## src/source/IntExecTypes.sv

```systemverilog
// ~~~~~~~~~~~~~~~~~~~~
// Integer execution types
// Widths, operation and condition codes, the operation-info
// union and the branch address helpers
// ~~~~~~~~~~~~~~~~~~~~

package IntExecTypes;

    localparam int DataWidth = 32;
    localparam int AddrWidth = 32;
    localparam int ShiftAmountWidth = 5;
    localparam int ActiveListPtrWidth = 6;
    localparam int InsnByteWidth = 4;
    localparam int LinkOffset = 4;
    // Displacement in half-words
    localparam int BrDispWidth = 20;

    typedef enum logic [2:0] {
        OpAlu,
        OpShift,
        OpBr,
        OpRij,
        OpSelect
    } IntOpType;

    typedef enum logic [2:0] {
        CondEq,
        CondNe,
        CondLt,
        CondLtu,
        CondGe,
        CondGeu,
        CondAl
    } CondCode;

    typedef enum logic [3:0] {
        AluAdd,
        AluSub,
        AluAnd,
        AluOr,
        AluXor,
        AluSlt,
        AluSltu,
        AluPassB
    } AluCode;

    typedef enum logic [1:0] {
        ShiftSll,
        ShiftSrl,
        ShiftSra
    } ShiftKind;

    typedef enum logic {
        OperandReg,
        OperandImm
    } OperandKind;

    // Operand kinds sit in bits 1:0 of both views
    typedef struct packed {
        AluCode                      aluCode;
        ShiftKind                    shiftKind;
        logic                        shiftUseImm;
        logic [ShiftAmountWidth-1:0] shiftImm;
        logic [11:0]                 padding;
        OperandKind                  operandKindA;
        OperandKind                  operandKindB;
    } IntSubInfo;

    typedef struct packed {
        logic [BrDispWidth-1:0] brDisp;
        logic                   predTaken;
        logic [2:0]             padding;
        OperandKind             operandKindA;
        OperandKind             operandKindB;
    } BrSubInfo;

    // Branch view for BR and RIJ, integer view otherwise
    typedef union packed {
        IntSubInfo intInfo;
        BrSubInfo  brInfo;
    } OpInfo;

    // Sign-extend and convert half-words to bytes
    function automatic logic [AddrWidth-1:0] ExtendBranchDisp(
        input logic [BrDispWidth-1:0] disp
    );
        return {{(AddrWidth-BrDispWidth-1){disp[BrDispWidth-1]}}, disp, 1'b0};
    endfunction

    function automatic logic [AddrWidth-1:0] JalrTarget(
        input logic [DataWidth-1:0]   base,
        input logic [BrDispWidth-1:0] disp
    );
        logic [AddrWidth-1:0] sum;
        sum = base + ExtendBranchDisp(disp);
        // Target is always half-word aligned
        sum[0] = 1'b0;
        return sum;
    endfunction

endpackage

```

## src/source/IntAlu.sv

```systemverilog
// ~~~~~~~~~~~~~~~~~~~~
// Integer ALU
// Add, subtract, logic, set-less-than and pass-through
// ~~~~~~~~~~~~~~~~~~~~

`timescale 1ns/1ps

module IntAlu import IntExecTypes::*; (
    input  AluCode               aluCode,
    input  logic [DataWidth-1:0] opA,
    input  logic [DataWidth-1:0] opB,
    output logic [DataWidth-1:0] result
);

    logic signedLess;
    logic unsignedLess;

    always_comb begin
        signedLess = $signed(opA) < $signed(opB);
        unsignedLess = opA < opB;
    end

    always_comb begin
        case (aluCode)
            AluAdd: result = opA + opB;
            AluSub: result = opA - opB;
            AluAnd: result = opA & opB;
            AluOr:  result = opA | opB;
            AluXor: result = opA ^ opB;
            // Set-less-than yields 0 or 1
            AluSlt: begin
                result = {{(DataWidth-1){1'b0}}, signedLess};
            end
            AluSltu: begin
                result = {{(DataWidth-1){1'b0}}, unsignedLess};
            end
            AluPassB: result = opB;
            default: result = '0;
        endcase
    end

endmodule

```

## src/source/IntShifter.sv

```systemverilog
// ~~~~~~~~~~~~~~~~~~~~
// Integer shifter
// Logical and arithmetic shifts by an immediate or
// register amount
// ~~~~~~~~~~~~~~~~~~~~

`timescale 1ns/1ps

module IntShifter import IntExecTypes::*; (
    input  ShiftKind                    shiftKind,
    input  logic                        useImm,
    input  logic [ShiftAmountWidth-1:0] immAmount,
    input  logic [ShiftAmountWidth-1:0] regAmount,
    input  logic [DataWidth-1:0]        dataIn,
    output logic [DataWidth-1:0]        dataOut
);

    logic [ShiftAmountWidth-1:0] amount;

    // Immediate field or low bits of operand B
    always_comb begin
        amount = useImm ? immAmount : regAmount;
    end

    always_comb begin
        case (shiftKind)
            ShiftSll: dataOut = dataIn << amount;
            ShiftSrl: dataOut = dataIn >> amount;
            // Sign bit fills from the left
            ShiftSra: dataOut = DataWidth'($signed(dataIn) >>> amount);
            default:  dataOut = dataIn;
        endcase
    end

endmodule

```

## src/source/BranchResolver.sv

```systemverilog
// ~~~~~~~~~~~~~~~~~~~~
// Branch resolver
// Evaluates the condition, computes the next address and
// detects mispredictions
// ~~~~~~~~~~~~~~~~~~~~

`timescale 1ns/1ps

module BranchResolver import IntExecTypes::*; (
    input  IntOpType               opType,
    input  CondCode                cond,
    input  logic [BrDispWidth-1:0] brDisp,
    input  logic                   predTaken,
    input  logic [AddrWidth-1:0]   pc,
    input  logic [AddrWidth-1:0]   predAddr,
    input  logic [DataWidth-1:0]   opA,
    input  logic [DataWidth-1:0]   opB,
    input  logic                   active,
    output logic                   condMet,
    output logic                   taken,
    output logic                   isCond,
    output logic [AddrWidth-1:0]   nextAddr,
    output logic                   mispred
);

    logic isBranch;
    logic isJump;
    logic [AddrWidth-1:0] targetAddr;
    logic [AddrWidth-1:0] fallThrough;

    always_comb begin
        case (cond)
            CondEq:  condMet = opA == opB;
            CondNe:  condMet = opA != opB;
            CondLt:  condMet = $signed(opA) < $signed(opB);
            CondLtu: condMet = opA < opB;
            CondGe:  condMet = $signed(opA) >= $signed(opB);
            CondGeu: condMet = opA >= opB;
            // AL and unknown codes always hold
            default: condMet = 1'b1;
        endcase
    end

    always_comb begin
        isBranch = (opType == OpBr) || (opType == OpRij);
        // Unconditional when indirect or BR with AL
        isJump = (opType == OpRij) || (opType == OpBr && cond == CondAl);
        isCond = !isJump;
        taken = isBranch && condMet;
    end

    always_comb begin
        fallThrough = pc + AddrWidth'(InsnByteWidth);
        if (opType == OpBr) begin
            targetAddr = pc + ExtendBranchDisp(brDisp);
        end else begin
            targetAddr = JalrTarget(opA, brDisp);
        end
        nextAddr = taken ? targetAddr : fallThrough;
    end

    // Wrong direction, or taken to the wrong place
    always_comb begin
        mispred = active && isBranch &&
            ((predTaken != taken) || (taken && predAddr != nextAddr));
    end

endmodule

```

## src/source/IntExecStage.sv

```systemverilog
// ~~~~~~~~~~~~~~~~~~~~
// Integer execution stage
// Pipeline register, operand bypass, result select,
// replay marking and selective flush
// ~~~~~~~~~~~~~~~~~~~~

`timescale 1ns/1ps

module IntExecStage import IntExecTypes::*; (
    input  logic                          clk,
    input  logic                          rstN,
    // From register read
    input  logic                          inValid,
    input  IntOpType                      inOpType,
    input  CondCode                       inCond,
    input  OpInfo                         inOpInfo,
    input  logic [AddrWidth-1:0]          inPc,
    input  logic [AddrWidth-1:0]          inPredAddr,
    input  logic [ActiveListPtrWidth-1:0] inActiveListPtr,
    input  logic [DataWidth-1:0]          inOperandA,
    input  logic                          inOperandAValid,
    input  logic [DataWidth-1:0]          inOperandB,
    input  logic                          inOperandBValid,
    input  logic                          inBypassA,
    input  logic                          inBypassB,
    // Bypass network
    input  logic [DataWidth-1:0]          bypassDataA,
    input  logic [DataWidth-1:0]          bypassDataB,
    input  logic                          bypassValidA,
    input  logic                          bypassValidB,
    // Controller and recovery
    input  logic                          stall,
    input  logic                          clear,
    input  logic                          toRecoveryPhase,
    input  logic [ActiveListPtrWidth-1:0] flushHeadPtr,
    input  logic [ActiveListPtrWidth-1:0] flushTailPtr,
    // Results
    output logic                          outValid,
    output logic [DataWidth-1:0]          outData,
    output logic                          outDataValid,
    output logic                          brValid,
    output logic                          brTaken,
    output logic                          brIsCond,
    output logic [AddrWidth-1:0]          brNextAddr,
    output logic                          brMispred
);

    logic                          rValid;
    IntOpType                      rOpType;
    CondCode                       rCond;
    OpInfo                         rOpInfo;
    logic [AddrWidth-1:0]          rPc;
    logic [AddrWidth-1:0]          rPredAddr;
    logic [ActiveListPtrWidth-1:0] rActiveListPtr;
    logic [DataWidth-1:0]          rOperandA;
    logic [DataWidth-1:0]          rOperandB;
    logic                          rOperandAValid;
    logic                          rOperandBValid;
    logic                          rBypassA;
    logic                          rBypassB;

    always_ff @(posedge clk or negedge rstN) begin
        if (!rstN) begin
            rValid <= 1'b0;
        end else if (!stall) begin
            rValid <= inValid;
        end
    end

    always_ff @(posedge clk) begin
        if (!stall) begin
            rOpType <= inOpType;
            rCond <= inCond;
            rOpInfo <= inOpInfo;
            rPc <= inPc;
            rPredAddr <= inPredAddr;
            rActiveListPtr <= inActiveListPtr;
            rOperandA <= inOperandA;
            rOperandB <= inOperandB;
            rOperandAValid <= inOperandAValid;
            rOperandBValid <= inOperandBValid;
            rBypassA <= inBypassA;
            rBypassB <= inBypassB;
        end
    end

    logic [DataWidth-1:0] opA;
    logic [DataWidth-1:0] opB;
    logic opAValid;
    logic opBValid;
    IntSubInfo intInfo;
    BrSubInfo brInfo;
    logic regsValid;
    logic isBranch;
    logic [ActiveListPtrWidth-1:0] ptrOffset;
    logic [ActiveListPtrWidth-1:0] rangeSpan;
    logic flush;
    logic active;

    always_comb begin
        // Live bypass values when selected
        opA = rBypassA ? bypassDataA : rOperandA;
        opB = rBypassB ? bypassDataB : rOperandB;
        opAValid = rBypassA ? bypassValidA : rOperandAValid;
        opBValid = rBypassB ? bypassValidB : rOperandBValid;
        intInfo = rOpInfo.intInfo;
        brInfo = rOpInfo.brInfo;
        // Invalid register source means replay
        regsValid = (intInfo.operandKindA != OperandReg || opAValid) &&
                    (intInfo.operandKindB != OperandReg || opBValid);
        isBranch = (rOpType == OpBr) || (rOpType == OpRij);
    end

    // Circular range head..tail-1, modulo list size
    always_comb begin
        ptrOffset = rActiveListPtr - flushHeadPtr;
        rangeSpan = flushTailPtr - flushHeadPtr;
        flush = toRecoveryPhase && (ptrOffset < rangeSpan);
        active = rValid && !clear && !flush;
    end

    logic [DataWidth-1:0] aluResult;
    logic [DataWidth-1:0] shiftResult;
    logic condMet;
    logic mispred;

    IntAlu alu (
        .aluCode (intInfo.aluCode),
        .opA     (opA),
        .opB     (opB),
        .result  (aluResult)
    );

    IntShifter shifter (
        .shiftKind (intInfo.shiftKind),
        .useImm    (intInfo.shiftUseImm),
        .immAmount (intInfo.shiftImm),
        .regAmount (opB[ShiftAmountWidth-1:0]),
        .dataIn    (opA),
        .dataOut   (shiftResult)
    );

    BranchResolver brResolver (
        .opType    (rOpType),
        .cond      (rCond),
        .brDisp    (brInfo.brDisp),
        .predTaken (brInfo.predTaken),
        .pc        (rPc),
        .predAddr  (rPredAddr),
        .opA       (opA),
        .opB       (opB),
        .active    (active),
        .condMet   (condMet),
        .taken     (brTaken),
        .isCond    (brIsCond),
        .nextAddr  (brNextAddr),
        .mispred   (mispred)
    );

    always_comb begin
        case (rOpType)
            OpAlu:   outData = aluResult;
            OpShift: outData = shiftResult;
            // Link address
            OpBr, OpRij: outData = rPc + AddrWidth'(LinkOffset);
            default: outData = condMet ? opA : opB;
        endcase
    end

    always_comb begin
        outValid = rValid && !stall && !clear && !flush;
        outDataValid = regsValid;
        brValid = rValid && isBranch && regsValid;
        brMispred = mispred;
    end

endmodule

```

## config.mk

```make
export PLATFORM = sky130hd
export DESIGN_NAME = IntExecStage
export DESIGN_NICKNAME = d
export VERILOG_FILES = /design/src/source/IntExecTypes.sv /design/src/source/IntAlu.sv /design/src/source/IntShifter.sv /design/src/source/BranchResolver.sv /design/src/source/IntExecStage.sv
export SDC_FILE = /design/constraint.sdc
export NUM_CORES = 1
export LEC_CHECK = 0
export ABC_AREA = 1
export BUFFER_PORTS_ARGS = -buffer_cell sky130_fd_sc_hd__buf_2
export CORE_ASPECT_RATIO = 1.1
export CORE_MARGIN = 5
export CORE_UTILIZATION = 50
export DETAILED_ROUTE_END_ITERATION = 10
export GPL_TIMING_DRIVEN = 1
export HOLD_SLACK_MARGIN = 0.08
export PLACE_DENSITY_LB_ADDON = 0.12
export SYNTH_ARGS = -nofsm -noshare
export SYNTH_HDL_FRONTEND = slang
export SYNTH_SLANG_ARGS = --single-unit
```

## constraint.sdc

```tcl
create_clock -name clk -period 9.4 [get_ports clk]
set_input_delay 1.41 -clock clk [delete_from_list [all_inputs] [get_ports clk]]
set_output_delay 1.41 -clock clk [all_outputs]
set_load 0.01 [all_outputs]
```

==> run summary <==
Async set-or-reset flop fraction in the synthesized netlist: 0.595%
Die area: 0.0444 sq mm
Max Cap Violations: 0
Status: completed
Routed wire length per instance: 22.7 um
Min Clock Period, post-route: 8.01 ns
Crit path launch type: register
Slowest stage cell, crit path: sky130_fd_sc_hd__inv_1
Dominant combinational cell family by area after synthesis: simple AND/OR/NAND/NOR gates
Reg-to-reg slack, setup: 8.71 ns
Cell area after synthesis: 0.0202 sq mm
Layout cells sized above 1: 14.6%
Post-CTS setup buffer count: 0
Data required time at the worst endpoint: 7.99 ns
Capture point of the worst path: brMispred
Top FF cell, synth: sky130_fd_sc_hd__edfxtp_1
Post-route clock skew: 0 ns
Register-to-Register Path Depth: 2
Count of standard-cell rows: 77
Max-slew violations: 0
Startpoint of the worst register-to-register path: rValid
Total via count in the routed design: 23572
Final setup violating endpoints: 0
Tightest slew margin relative to the limit: 16.8%
Synth warn: 0
Power density cells: 159 mW/mm^2
Transition time at the pin with the least slew margin: 1.25 ns
Final critical-path share of the clock period: 85.3%
Destination of the worst register-to-register timing path: rValid
Count of pins on the block boundary: 324
Average via count per standard cell: 6.11
Post-synthesis share of cell area spent on full adders, half adders and majority gates: 9.31%
Synth Area in Compound Gates: 22.7%
Startpoint of the most critical setup path: rBypassA
Hold Violations, Final: 0
Via count of the first global-routing pass: 21698
Final Worst Setup Slack: 1.39 ns
Diode count: 0
Classification of the worst setup path: register to primary output
Fraction of the yosys area taken by sequential cells: 25.0%
Number of CTS-inserted buffers: 17
Tightest Hold Check Type: register to register
Filler cell count: 4022
Multi-input combinational cell area: 0.0131 sq mm
Total global-route track usage: 37.3%
Synthesis-to-finish area growth: 12.4%
Die Height: 221 um
Pin count of the biggest net entering global routing: 106
Number of buffers inserted by port buffering: 320
Clock edge transition at the registers on the reported setup and hold paths: 0.07 ns
Clock tree from TritonCTS: built
Number of distinct standard cells referenced by the synthesized netlist: 65
Share of cell area taken by muxes after synthesis: 0.646%
Kind of end point of the critical path: primary output
Number of DRC markers in iteration 0: 3080
Maximum cell stage delay along the critical path: 0.87 ns
Cell count after synthesis: 3101
Sequential cell area: 0.00504 sq mm
Arrival time at the worst endpoint: 6.60 ns
Maximum ir drop on the vdd rail: 0.192 mV
Proportion of netlist area held by the largest area contributor: 24.9%
Initial core utilization: 50.3%
Final Wtd Congestion: 1.06
Post-synthesis average cell area: 6.50 sq um
Hold Slack: 0.608 ns
Horizontal die dimension: 201 um
Setup repair after global routing missed its margin: false
Number of sinks on the clock net: 168
Nets in the synthesized netlist: 3502
Insertion delay to the later sink of the worst-skew pair: 0.49 ns
CTS H-Tree Depth: 4
CTS hold repair buffers: 0
Core Footprint: 0.0401 sq mm
Simple-gate share of the synthesized area: 29.6%
Clock root buffer: sky130_fd_sc_hd__clkbuf_16
Count of cells resized by post-cts repair: 0
Remaining Overflow, GRT: 0
Final-layout setup total negative slack: 0 ns
Global-route wire length before repair: 127000 um
Maximum clock insertion buffer count: 2
Antenna-violating nets left: 0
Number of optimization iterations in the first detailed-route pass: 7
Utilization of the core after routing: 56.5%
Worst slack, placed: 2.02 ns
Initial antenna violation count: 1
Half-perimeter wire length after detailed placement: 69000 um
XOR/XNOR share of the synthesized area: 2.43%
DRC violation count after routing: 0
Largest area contributor in the netlist: sky130_fd_sc_hd__edfxtp_1
Cell types occupying the most area after synthesis: sky130_fd_sc_hd__edfxtp_1 (25%), sky130_fd_sc_hd__nand2_1 (16%), sky130_fd_sc_hd__ha_1 (8.8%)
Lkg Pwr: 10.9 nW
Fmax achieved: 125 MHz
Cell repeated most along the worst path: sky130_fd_sc_hd__nand2_1
Nets: 3732
Synthesized flop and latch total: 168
CP Max Fanout: 42
Number of enable-type register cells in the synthesized netlist: 167
Total detailed-routing wirelength: 87400 um
-- synthesized netlist by cell type, drive strengths merged (6+ instances only) --
cell type	count
buf	52
or2	53
o21a	8
o31ai	6
ha	142
o221ai	21
nand2	856
edfxtp	167
mux2i	13
a21boi	10
nand3	203
a221oi	15
o211ai	40
o2111ai	38
o22ai	53
a211oi	8
a31oi	20
nand3b	20
nor2	202
o21ai	327
o21bai	11
a21oi	209
nand4	29
clkbuf	85
xnor2	14
xor2	42
inv	388
nor3	37
-- report_power, final --
group	internal [W]	switching, W	leakage (nW)	total, W
sequential	0.000892	0.0000467	1.65	0.000939
clock	0.000360	0.000356	0.287	0.000716
combinational	0.000592	0.00135	8.98	0.00195
total	0.00184	0.00176	10.9	0.00360
-- cell usage in the layout, fill, tap and decap left out, types with 4 or more instances in the layout --
cell type	synthesis	layout
sky130_fd_sc_hd__xnor2_1	14	14
sky130_fd_sc_hd__nand3_1	202	202
sky130_fd_sc_hd__nor2_2	7	8
sky130_fd_sc_hd__o21a_1	8	8
sky130_fd_sc_hd__ha_1	142	142
sky130_fd_sc_hd__buf_2	31	320
sky130_fd_sc_hd__a211oi_1	8	8
sky130_fd_sc_hd__mux2i_1	13	13
sky130_fd_sc_hd__clkbuf_16	0	17
sky130_fd_sc_hd__fa_1	5	5
sky130_fd_sc_hd__o31ai_1	6	6
sky130_fd_sc_hd__o21ai_4	0	4
sky130_fd_sc_hd__o21ai_0	299	299
sky130_fd_sc_hd__o211ai_1	40	40
sky130_fd_sc_hd__inv_2	22	22
sky130_fd_sc_hd__nor3_1	35	34
sky130_fd_sc_hd__buf_4	9	28
sky130_fd_sc_hd__o221ai_1	21	21
sky130_fd_sc_hd__nand4_1	29	29
sky130_fd_sc_hd__nand3b_1	20	20
sky130_fd_sc_hd__nand2_1	849	849
sky130_fd_sc_hd__inv_6	0	4
sky130_fd_sc_hd__nor2_1	194	191
sky130_fd_sc_hd__o21ai_1	24	23
sky130_fd_sc_hd__a31oi_1	20	20
sky130_fd_sc_hd__or2_2	50	50
sky130_fd_sc_hd__xor2_1	42	42
sky130_fd_sc_hd__inv_1	366	365
sky130_fd_sc_hd__a221oi_1	15	15
sky130_fd_sc_hd__nand2_2	6	6
sky130_fd_sc_hd__inv_8	0	5
sky130_fd_sc_hd__o22ai_1	53	53
sky130_fd_sc_hd__edfxtp_1	167	167
sky130_fd_sc_hd__o2111ai_1	38	38
sky130_fd_sc_hd__o21bai_1	11	11
sky130_fd_sc_hd__a21boi_0	9	9
sky130_fd_sc_hd__a21oi_1	206	206
-- logic make-up after synthesis --
family | after synthesis
AND/OR/NAND/NOR | 1408
AO/OA/AOI/OAI | 782
buffers and inverters | 527
flip-flops | 168
adder cells (fa/ha/maj) | 147
XOR/XNOR | 56
multiplexers | 13
-- final cells by class --
class,instances,area share (%)
inverters,390,6.49
flip-flops and latches,168,22.3
repair buffers,348,8.00
clock inverters,14,0.657
multi-input cells,2406,57.8
well taps,513,2.83
clock buffers,18,1.94
-- per-layer routing --
metal | vias to the layer above | GRT usage [%] | part of all wire [%]
met2 | 1535 | 55.6 | 42
met5 | - | 0 | 0.014
met4 | 2 | 20.9 | 6.4
met3 | 292 | 9.51 | 11
li1 | 11001 | - | -
met1 | 10742 | 49.6 | 40
-- through the flow --
step                instance area, sq um  power, W  std cells
finish                             22700   0.00360       3857
global route                       22700   0.00380       3857
CTS                                22700   0.00354       3857
detailed placement                 22100   0.00282       3825
global placement                   22100   0.00280       3825
floorplan                          20200   0.00221       3101
-- sequential cells by signal (all words and copies together) (netlist names), 3 cells and up --
name and flops:
brInfo 23, rActiveListPtr 6, rOperandB 32, rOperandA 32, rCond 3, rOpType 3, rPredAddr 32, rPc 32
-- worst max-delay path: cells and delay by family, from the launching register on --
family,cells,cell delay [ns]
AND/OR/NAND/NOR,20,2.80
buffers and inverters,7,1.86
adder cells (fa/ha/maj),1,0.52
AO/OA/AOI/OAI,2,0.49
flip-flops,1,0.36
-- worst min-delay path by stage --
stage                 from  endpoint  slack, ns  depth (start not counted)
global route        rValid    rValid       0.64                          2
finish              rValid    rValid       0.61                          2
global placement    rValid    rValid       0.56                          2
floorplan           rValid    rValid       0.49                          2
detailed placement  rValid    rValid       0.59                          2
CTS                 rValid    rValid       0.61                          2
(Power assumes the default switching activity.)
